[src/hw/acc_config.svh]
`ifndef ACC_CONFIG_SVH
`define ACC_CONFIG_SVH

// Square array, rows and columns alike
`define ACC_PE_SIZE     4

`define ACC_DATA_WIDTH  8   // Activation, weight, quantized output
`define ACC_PSUM_WIDTH  24  // Partial and accumulated sums

// One above the top bit of the output byte
`define ACC_SLICE_IDX   20

`define ACC_TILE_NUM    3   // Weight tiles summed per output block

// Output rows per tile, also entries per column FIFO
`define ACC_FIFO_DEPTH  4

`endif

[src/hw/acc_pkg.sv]
`include "acc_config.svh"

package acc_pkg;

    typedef logic signed [`ACC_DATA_WIDTH-1:0] data_t;  // Activation or weight
    typedef logic signed [`ACC_PSUM_WIDTH-1:0] psum_t;  // Partial or accumulated sum
    typedef logic        [`ACC_DATA_WIDTH-1:0] qout_t;  // Sliced output byte

    // Element r feeds array row r
    typedef struct packed {
        data_t [`ACC_PE_SIZE-1:0] act;
    } act_vec_t;

    // Bottom-row sums and their per-column write enables
    typedef struct packed {
        psum_t [`ACC_PE_SIZE-1:0] psum;
        logic  [`ACC_PE_SIZE-1:0] en;
    } psum_row_t;

    typedef struct packed {
        qout_t [`ACC_PE_SIZE-1:0] q;  // Column j in element j
    } ofmap_row_t;

    // Tile counter states
    typedef enum logic [1:0] {
        ACCUMULATE,
        FINAL_TILE,
        FLUSH
    } cnt_state_e;

endpackage

[src/hw/mac_pe.sv]
module mac_pe (
    input  logic           clk,
    input  logic           rst_n,
    input  logic           weight_load_i,  // Weights shift down one row
    input  acc_pkg::data_t weight_i,       // From the cell above
    input  acc_pkg::data_t act_i,          // From the cell to the left
    input  logic           act_valid_i,
    input  acc_pkg::psum_t psum_i,         // Sum coming down
    output acc_pkg::data_t weight_o,
    output acc_pkg::data_t act_o,          // To the right neighbour
    output logic           act_valid_o,
    output acc_pkg::psum_t psum_o          // To the cell below
);
    import acc_pkg::*;

    data_t weight_q;     // Stationary weight
    data_t act_q;
    logic  act_valid_q;
    psum_t psum_q;
    psum_t product;

    // Both operands sign extended to full sum width
    assign product = psum_t'(weight_q) * psum_t'(act_i);

    always_ff @(posedge clk) begin
        if (weight_load_i) begin
            weight_q <= weight_i;
        end
        act_q  <= act_i;             // Activation moves one column right
        psum_q <= psum_i + product;  // MAC
    end

    // Valid bit travels with the activation
    always_ff @(posedge clk or negedge rst_n) begin
        if (!rst_n) begin
            act_valid_q <= 1'b0;
        end else begin
            act_valid_q <= act_valid_i;
        end
    end

    assign weight_o    = weight_q;
    assign act_o       = act_q;
    assign act_valid_o = act_valid_q;
    assign psum_o      = psum_q;

endmodule

[src/hw/systolic_array.sv]
`include "acc_config.svh"

module systolic_array (
    input  logic                                clk,
    input  logic                                rst_n,
    input  logic                                weight_load_i,  // Level, one row per cycle
    input  acc_pkg::data_t [`ACC_PE_SIZE-1:0]   weight_col_i,   // Enters the top row
    input  logic                                ifmap_valid_i,
    input  acc_pkg::act_vec_t                   ifmap_i,
    output acc_pkg::psum_row_t                  psum_row_o
);
    import acc_pkg::*;

    localparam int N = `ACC_PE_SIZE;

    // Activations and valids run left to right
    data_t act_w    [N][N+1];
    logic  vld_w    [N][N+1];
    // Weights and sums run top to bottom
    data_t weight_w [N+1][N];
    psum_t psum_w   [N+1][N];

    genvar r, c;

    // Row r sees its element r+1 cycles after presentation
    for (r = 0; r < N; r++) begin : g_skew
        data_t act_sk [r+1];
        logic  vld_sk [r+1];

        always_ff @(posedge clk) begin
            act_sk[0] <= ifmap_valid_i ? ifmap_i.act[r] : '0;  // Idle slots carry zeros
            for (int k = 1; k <= r; k++) begin
                act_sk[k] <= act_sk[k-1];
            end
        end

        always_ff @(posedge clk or negedge rst_n) begin
            if (!rst_n) begin
                for (int k = 0; k <= r; k++) begin
                    vld_sk[k] <= 1'b0;
                end
            end else begin
                vld_sk[0] <= ifmap_valid_i;
                for (int k = 1; k <= r; k++) begin
                    vld_sk[k] <= vld_sk[k-1];
                end
            end
        end

        assign act_w[r][0] = act_sk[r];
        assign vld_w[r][0] = vld_sk[r];
    end

    // Top edge of the grid
    for (c = 0; c < N; c++) begin : g_top
        assign weight_w[0][c] = weight_col_i[c];
        assign psum_w[0][c]   = '0;  // No sum above row 0
    end

    for (r = 0; r < N; r++) begin : g_row
        for (c = 0; c < N; c++) begin : g_col
            mac_pe u_pe (
                .clk           (clk),
                .rst_n         (rst_n),
                .weight_load_i (weight_load_i),
                .weight_i      (weight_w[r][c]),
                .act_i         (act_w[r][c]),
                .act_valid_i   (vld_w[r][c]),
                .psum_i        (psum_w[r][c]),
                .weight_o      (weight_w[r+1][c]),
                .act_o         (act_w[r][c+1]),
                .act_valid_o   (vld_w[r][c+1]),
                .psum_o        (psum_w[r+1][c])
            );
        end
    end

    // Bottom cell's registered valid lines up with its sum
    always_comb begin
        for (int k = 0; k < N; k++) begin
            psum_row_o.psum[k] = psum_w[N][k];
            psum_row_o.en[k]   = vld_w[N-1][k+1];  // Vector at t lands at t+N+k+1
        end
    end

endmodule

[src/hw/psum_fifo.sv]
`include "acc_config.svh"

module psum_fifo #(
    parameter int DATA_WIDTH = `ACC_PSUM_WIDTH,
    parameter int FIFO_DEPTH = `ACC_FIFO_DEPTH
) (
    input  logic           clk,
    input  logic           rst_n,    // Clears pointers and count only
    input  logic           wren_i,
    input  logic           rden_i,
    input  acc_pkg::psum_t wdata_i,
    output logic           full_o,
    output logic           empty_o,
    output acc_pkg::psum_t rdata_o   // Head entry, no read latency
);
    import acc_pkg::*;

    localparam int PTR_W = (FIFO_DEPTH > 1) ? $clog2(FIFO_DEPTH) : 1;
    localparam int CNT_W = $clog2(FIFO_DEPTH + 1);

    logic [DATA_WIDTH-1:0] mem [FIFO_DEPTH];
    logic [PTR_W-1:0]      wr_ptr;
    logic [PTR_W-1:0]      rd_ptr;
    logic [CNT_W-1:0]      count;    // Occupancy
    logic                  do_wr;
    logic                  do_rd;

    assign full_o  = (count == CNT_W'(FIFO_DEPTH));
    assign empty_o = (count == '0);
    assign do_wr   = wren_i && (!full_o || rden_i);  // Full only with a read alongside
    assign do_rd   = rden_i && !empty_o;
    assign rdata_o = mem[rd_ptr];

    always_ff @(posedge clk) begin
        if (do_wr) begin
            mem[wr_ptr] <= wdata_i;
        end
    end

    always_ff @(posedge clk or negedge rst_n) begin
        if (!rst_n) begin
            wr_ptr <= '0;
            rd_ptr <= '0;
            count  <= '0;
        end else begin
            if (do_wr) begin
                wr_ptr <= (wr_ptr == PTR_W'(FIFO_DEPTH - 1)) ? '0 : wr_ptr + 1'b1;  // Wrap
            end
            if (do_rd) begin
                rd_ptr <= (rd_ptr == PTR_W'(FIFO_DEPTH - 1)) ? '0 : rd_ptr + 1'b1;
            end
            case ({do_wr, do_rd})
                2'b10:   count <= count + 1'b1;
                2'b01:   count <= count - 1'b1;
                default: count <= count;  // Read plus write keeps occupancy
            endcase
        end
    end

endmodule

[src/hw/acc_counter.sv]
`include "acc_config.svh"

module acc_counter (
    input  logic clk,
    input  logic rst_n,
    input  logic psum_en_i,      // Column-0 write strobe
    output logic ofmap_valid_o,  // Column-0 output valid
    output logic flush_o         // One cycle after the last final write
);
    import acc_pkg::*;

    localparam int BLOCK_WR    = `ACC_TILE_NUM * `ACC_FIFO_DEPTH;        // Writes per block
    localparam int FINAL_START = (`ACC_TILE_NUM - 1) * `ACC_FIFO_DEPTH;  // First final write
    localparam int CNT_W       = $clog2(BLOCK_WR);

    cnt_state_e       state_q;
    cnt_state_e       state_d;
    logic [CNT_W-1:0] wr_cnt_q;  // Column-0 writes so far in this block
    logic [CNT_W-1:0] wr_cnt_d;

    always_comb begin
        state_d  = state_q;
        wr_cnt_d = wr_cnt_q;
        case (state_q)
            ACCUMULATE: begin
                if (psum_en_i) begin
                    wr_cnt_d = wr_cnt_q + 1'b1;
                    if (wr_cnt_q == CNT_W'(FINAL_START - 1)) begin
                        state_d = FINAL_TILE;  // Next tile is the last
                    end
                end
            end
            FINAL_TILE: begin
                if (psum_en_i) begin
                    wr_cnt_d = wr_cnt_q + 1'b1;
                    if (wr_cnt_q == CNT_W'(BLOCK_WR - 1)) begin
                        wr_cnt_d = '0;
                        state_d  = FLUSH;
                    end
                end
            end
            default: state_d = ACCUMULATE;  // FLUSH lasts one cycle
        endcase
    end

    always_ff @(posedge clk or negedge rst_n) begin
        if (!rst_n) begin
            state_q  <= ACCUMULATE;
            wr_cnt_q <= '0;
        end else begin
            state_q  <= state_d;
            wr_cnt_q <= wr_cnt_d;
        end
    end

    assign ofmap_valid_o = (state_q == FINAL_TILE) && psum_en_i;
    assign flush_o       = (state_q == FLUSH);

endmodule

[src/hw/psum_accumulator.sv]
`include "acc_config.svh"

module psum_accumulator (
    input  logic                clk,
    input  logic                rst_n,
    input  acc_pkg::psum_row_t  psum_row_i,   // Skewed sums and write enables
    output acc_pkg::ofmap_row_t ofmap_row_o,
    output logic                ofmap_valid_o // Column 0 timing, column j is j cycles later
);
    import acc_pkg::*;

    localparam int N = `ACC_PE_SIZE;

    psum_t        fifo_rdata [N];  // Head of each column FIFO
    psum_t        fifo_wdata [N];  // Feedback plus new sum
    logic [N-1:0] fifo_full;       // Tile already stored
    logic [N-1:0] fifo_rden;
    logic [N-1:0] fifo_rst_n;
    logic [N-1:0] flush_sr;        // Bit j clears column j
    logic         flush;

    acc_counter u_counter (
        .clk           (clk),
        .rst_n         (rst_n),
        .psum_en_i     (psum_row_i.en[0]),
        .ofmap_valid_o (ofmap_valid_o),
        .flush_o       (flush)
    );

    // Flush walks right one column per cycle, same skew as the sums
    always_ff @(posedge clk or negedge rst_n) begin
        if (!rst_n) begin
            flush_sr <= '0;
        end else begin
            flush_sr <= {flush_sr[N-2:0], flush};
        end
    end

    genvar j;
    for (j = 0; j < N; j++) begin : g_col
        psum_t feedback;

        // Zero while the first tile preloads
        assign feedback      = fifo_full[j] ? fifo_rdata[j] : '0;
        assign fifo_wdata[j] = feedback + psum_row_i.psum[j];
        assign fifo_rden[j]  = psum_row_i.en[j] & fifo_full[j];  // Pop what is added back
        assign fifo_rst_n[j] = rst_n & ~flush_sr[j];

        psum_fifo #(
            .DATA_WIDTH (`ACC_PSUM_WIDTH),
            .FIFO_DEPTH (`ACC_FIFO_DEPTH)
        ) u_fifo (
            .clk     (clk),
            .rst_n   (fifo_rst_n[j]),
            .wren_i  (psum_row_i.en[j]),
            .rden_i  (fifo_rden[j]),
            .wdata_i (fifo_wdata[j]),
            .full_o  (fifo_full[j]),
            .empty_o (),
            .rdata_o (fifo_rdata[j])
        );
    end

    // Quantize by plain slicing of the write value
    always_comb begin
        for (int k = 0; k < N; k++) begin
            ofmap_row_o.q[k] = fifo_wdata[k][`ACC_SLICE_IDX-1 -: `ACC_DATA_WIDTH];
        end
    end

endmodule

[src/hw/acc_top.sv]
`include "acc_config.svh"

module acc_top (
    input  logic                              clk,
    input  logic                              rst_n,
    input  logic                              weight_load_i,
    input  acc_pkg::data_t [`ACC_PE_SIZE-1:0] weight_col_i,
    input  logic                              ifmap_valid_i,
    input  acc_pkg::act_vec_t                 ifmap_i,
    output acc_pkg::ofmap_row_t               ofmap_row_o,
    output logic                              ofmap_valid_o
);
    import acc_pkg::*;

    psum_row_t psum_row;  // Array bottom row to accumulator

    systolic_array u_array (
        .clk           (clk),
        .rst_n         (rst_n),
        .weight_load_i (weight_load_i),
        .weight_col_i  (weight_col_i),
        .ifmap_valid_i (ifmap_valid_i),
        .ifmap_i       (ifmap_i),
        .psum_row_o    (psum_row)
    );

    psum_accumulator u_acc (
        .clk           (clk),
        .rst_n         (rst_n),
        .psum_row_i    (psum_row),
        .ofmap_row_o   (ofmap_row_o),
        .ofmap_valid_o (ofmap_valid_o)
    );

endmodule

[config.mk]
export PLATFORM = sky130hd
export DESIGN_NAME = acc_top
export DESIGN_NICKNAME = d
export VERILOG_FILES = /design/src/hw/acc_pkg.sv /design/src/hw/mac_pe.sv /design/src/hw/systolic_array.sv /design/src/hw/psum_fifo.sv /design/src/hw/acc_counter.sv /design/src/hw/psum_accumulator.sv /design/src/hw/acc_top.sv
export VERILOG_INCLUDE_DIRS = /design/src /design/src/hw
export SDC_FILE = /design/constraint.sdc
export NUM_CORES = 2
export LEC_CHECK = 0
export ABC_AREA = 1
export BUFFER_PORTS_ARGS = -buffer_cell sky130_fd_sc_hd__buf_4
export CAP_MARGIN = 5
export CORE_MARGIN = 3
export CORE_UTILIZATION = 40
export CTS_CLUSTER_DIAMETER = 30
export DETAILED_ROUTE_END_ITERATION = 7
export PLACE_DENSITY = 0.59
export SYNTH_ARGS = -nofsm -noshare
export SYNTH_HDL_FRONTEND = slang
export SYNTH_SLANG_ARGS = --single-unit
[constraint.sdc]
create_clock -name clk -period 4.6 [get_ports clk]
set_input_delay 0.69 -clock clk [delete_from_list [all_inputs] [get_ports clk]]
set_output_delay 0.69 -clock clk [all_outputs]
set_load 0.1 [all_outputs]
==> metrics <==
fin nets approximately 14000; initial antenna violation count 14; post-synth top area share 20.7%; Max rail drop VDD 0.000554 V; top post-synthesis cells by area fa_1 (21%), edfxtp_1 (16%), ha_1 (12%), dfxtp_1 (11%), inv_1 (11%); power per cell area 803 mW/mm^2; total chip power approximately 0.095 W; synthesized cell area 0.0866 mm^2; initial core utilization between 40% and 50%; count leader, synth inv_1; Synth Instances ~10000; Setup CP Type reg2reg; fmax approximately 190 MHz; Syn Area/Cell 8.33 um^2; ys async rst share 4.72%; clock sinks ~1000; post-synth cell types 56; critical path startpoint u_array.g_row[2].g_col[3].u_pe.weight_o[7]$_DFFE_PP_; CTS tree yes; die area around 0.22 mm^2; Worst Reg-to-Reg Cells 27; number of synthesized flops with an enable pin roughly 450; r2r setup slk -0.71 ns; register area share after synthesis 28.0%; Slew Limit Fails 0; Worst EP required 5.40 ns; arrival time at the worst endpoint a little over 6 ns; clock-pin slew on the worst setup and hold paths 0.05 ns; CP Depth 27; number of global-route vias before repair ~74000; first-pass GRT wire length around 370 mm; GRT Residual Overflow 0; Max-Cap Viols 0; TritonRoute pass-1 iters 7; Starting DRT DRC Count 3432; Core Util, Final between 50% and 60%; Slowest-stage cell, CP fa_1; RSZ-0062 raised after global routing true; register bit total from synthesis approximately 970; IO buf count 100; startpoint type of the worst setup path flip-flop; pre-CTS setup slack -0.922 ns; Rel. slew slack 30.4%; detailed placer's ending HPWL 176 mm; prevailing post-synth register cell dfxtp_1; Leak Pwr 60.4 nW; Final min period 5.31 ns; GPL Wtd Cong 0.895; Top Ports 101; Overall Global Routing Usage 20.5%; Crit Reg-Reg Startpoint u_array.g_row[2].g_col[3].u_pe.weight_o[7]$_DFFE_PP_; run status finished with violations; Syn Nets 12200; top cells by count, synth inv_1 (2443), nand2_1 (2043), fa_1 (896); clk_lat worst skew about 0.88 ns; Via Count ~70000; H-tree levels 4; Tcrit/Tclk final 115%; worst path bufs/invs 9; FF-to-FF End u_array.g_row[2].g_col[3].u_pe.psum_o[19]$_DFF_P_; Layout area overhead 36.4%; die height 471 um; endpoints failing setup around 150; Cells after DPL 14100; CTS Buffer Depth 3; area leader, netlist fa_1; ANT nets after route 0; failing checks setup timing; Final Skew around 0.056 ns; Core Area 0.215 mm^2; Crit path max-delay family adder cells; slowest stage delay, CP around 0.58 ns; DRC viols 0; CTS Buf Count 232; Critical Path Sink Type flip-flop; worst setup margin -0.713 ns; die width between 400 and 500 um; Syn. warnings 0; Tightest Pin Transition about 1.0 ns; Hold/Removal Path Class in2reg; row count 170; final hold vios 0; Via density 4.71; wire length per cell 15.2 um; fraction of layout cells with a size suffix above 1 29.0%; largest net degree at the start of global routing 78; crit-path max FO 4; clk root buf clkbuf_16; total wire length roughly 230 mm; crit path to u_array.g_row[2].g_col[3].u_pe.psum_o[19]$_DFF_P_; Layout Cells excl Fill about 15000; most used cell, CP buf_4
[state kept, by name, indices dropped and copies added (netlist names), 8 cells and up]
name                               flops
u_acc.g_col.u_fifo.count              12
u_acc.g_col.u_fifo.mem               320
u_acc.g_col.u_fifo.rd_ptr              8
u_acc.g_col.u_fifo.wr_ptr              8
u_array.g_row.g_col.u_pe.act_o        96
u_array.g_row.g_col.u_pe.psum_o      304
u_array.g_row.g_col.u_pe.weight_o    128
u_array.g_skew.act_sk                 80
[stage by stage]
stage / setup TNS, ns / hold slack, ns / cell area, um^2
6_report: -53.06 / 0.0868 / 118000
5_1_grt: -95.18 / 0.0401 / 118000
4_1_cts: -48.73 / 0.00294 / 116000
3_5_place_dp: -73.12 / 0.312 / 99700
3_3_place_gp: -69.05 / 0.310 / 99700
2_1_floorplan: -6.84 / 0.282 / 89300
[area by class of cell]
class	instances	area (um^2)
antenna	7	17.5
clock inverter	176	2080
multi-input combinational	6631	60100
timing repair buffer	1546	12700
inverter	2453	9230
tap	2838	3550
fill	18800	96900
clock buffer	266	6130
sequential	974	24300
[routing by layer]
layer,part of all wire [%],vias up,global-route usage [%]
met5,0.0058,-,0
met4,2.4,2,5.78
met3,3.6,347,2.80
met2,49,1175,35.5
met1,45,34000,26.6
li1,-,34600,-
[logic make-up after synthesis]
kind of cell	after synthesis	share of synthesized area (%)
and+or+nand+nor	3308	15.4
buffers and inverters	2793	12.3
adders and majority gates	1705	32.4
AOI/OAI and AO/OA	1141	7.19
DFF	974	28.0
xor gates and xnor gates	477	4.82
[timing repair]
action / 4_1_cts / 5_1_grt
setup endpoints to repair: 183 / 196
pin swaps: 803 / 412
endpoints found under the hold margin: 78 / 0
resized for setup: 1413 / 341
buffers inserted: 252 / 85
hold buffers: 61 / 0
cloned: 1 / 0
[worst min-delay path by stage]
stage | startpoint | cells after the start | endpoint | slack [ns]
2_1_floorplan | u_acc.flush_sr[3]$_DFF_PN0_ | 1 | u_acc.g_col[3].u_fifo.count[0]$_DFFE_PN0P_ | 0.28
3_3_place_gp | u_array.g_skew[3].act_sk[0][0]$_SDFF_PN0_ | 0 | u_array.g_skew[3].act_sk[1][0]$_DFF_P_ | 0.31
3_5_place_dp | u_array.g_skew[2].act_sk[0][0]$_SDFF_PN0_ | 0 | u_array.g_skew[2].act_sk[0][8]$_DFF_P_ | 0.31
4_1_cts | ifmap_i[11] | 3 | u_array.g_skew[1].act_sk[0][3]$_SDFF_PN0_ | 0.003
5_1_grt | ifmap_i[11] | 3 | u_array.g_skew[1].act_sk[0][3]$_SDFF_PN0_ | 0.04
6_report | ifmap_i[11] | 3 | u_array.g_skew[1].act_sk[0][3]$_SDFF_PN0_ | 0.09
[cell usage in the layout (no fill, tap or decap), types with 247 or more instances in the layout]
cell / count
a21oi_1: 336
buf_4: 1269
dfxtp_1: 440
edfxtp_1: 448
fa_1: 844
ha_1: 576
inv_1: 2236
nand2_1: 1707
nor2_1: 645
o21ai_0: 289
xor2_1: 247
[report_power, final]
part | switching (W) | internal, W | total, W
registers | 0.00185 | 0.0130 | 0.0148
logic | 0.0347 | 0.0286 | 0.0633
clock network | 0.00568 | 0.0111 | 0.0168
total | 0.0422 | 0.0527 | 0.0949
[worst register-to-register path: stages, from the launching register on]
cell and delay [ns]:
edfxtp_1 0.47, buf_4 0.18, buf_6 0.11, nand2_2 0.08, inv_2 0.05, fa_2 0.52
inv_1 0.05, fa_1 0.46, fa_1 0.51, inv_1 0.05, fa_1 0.58, ha_4 0.22
buf_4 0.13, buf_4 0.13, nand3_1 0.08, nand4_1 0.16, xor2_2 0.23, buf_4 0.16
ha_4 0.30, nand2_4 0.07, inv_2 0.07, nand2_2 0.06, nor3_4 0.13, and3_4 0.21
nand2_1 0.05, nand3_1 0.06, nand3_1 0.09, nand2_2 0.08
Note: power is estimated with default switching activity, not from simulation.
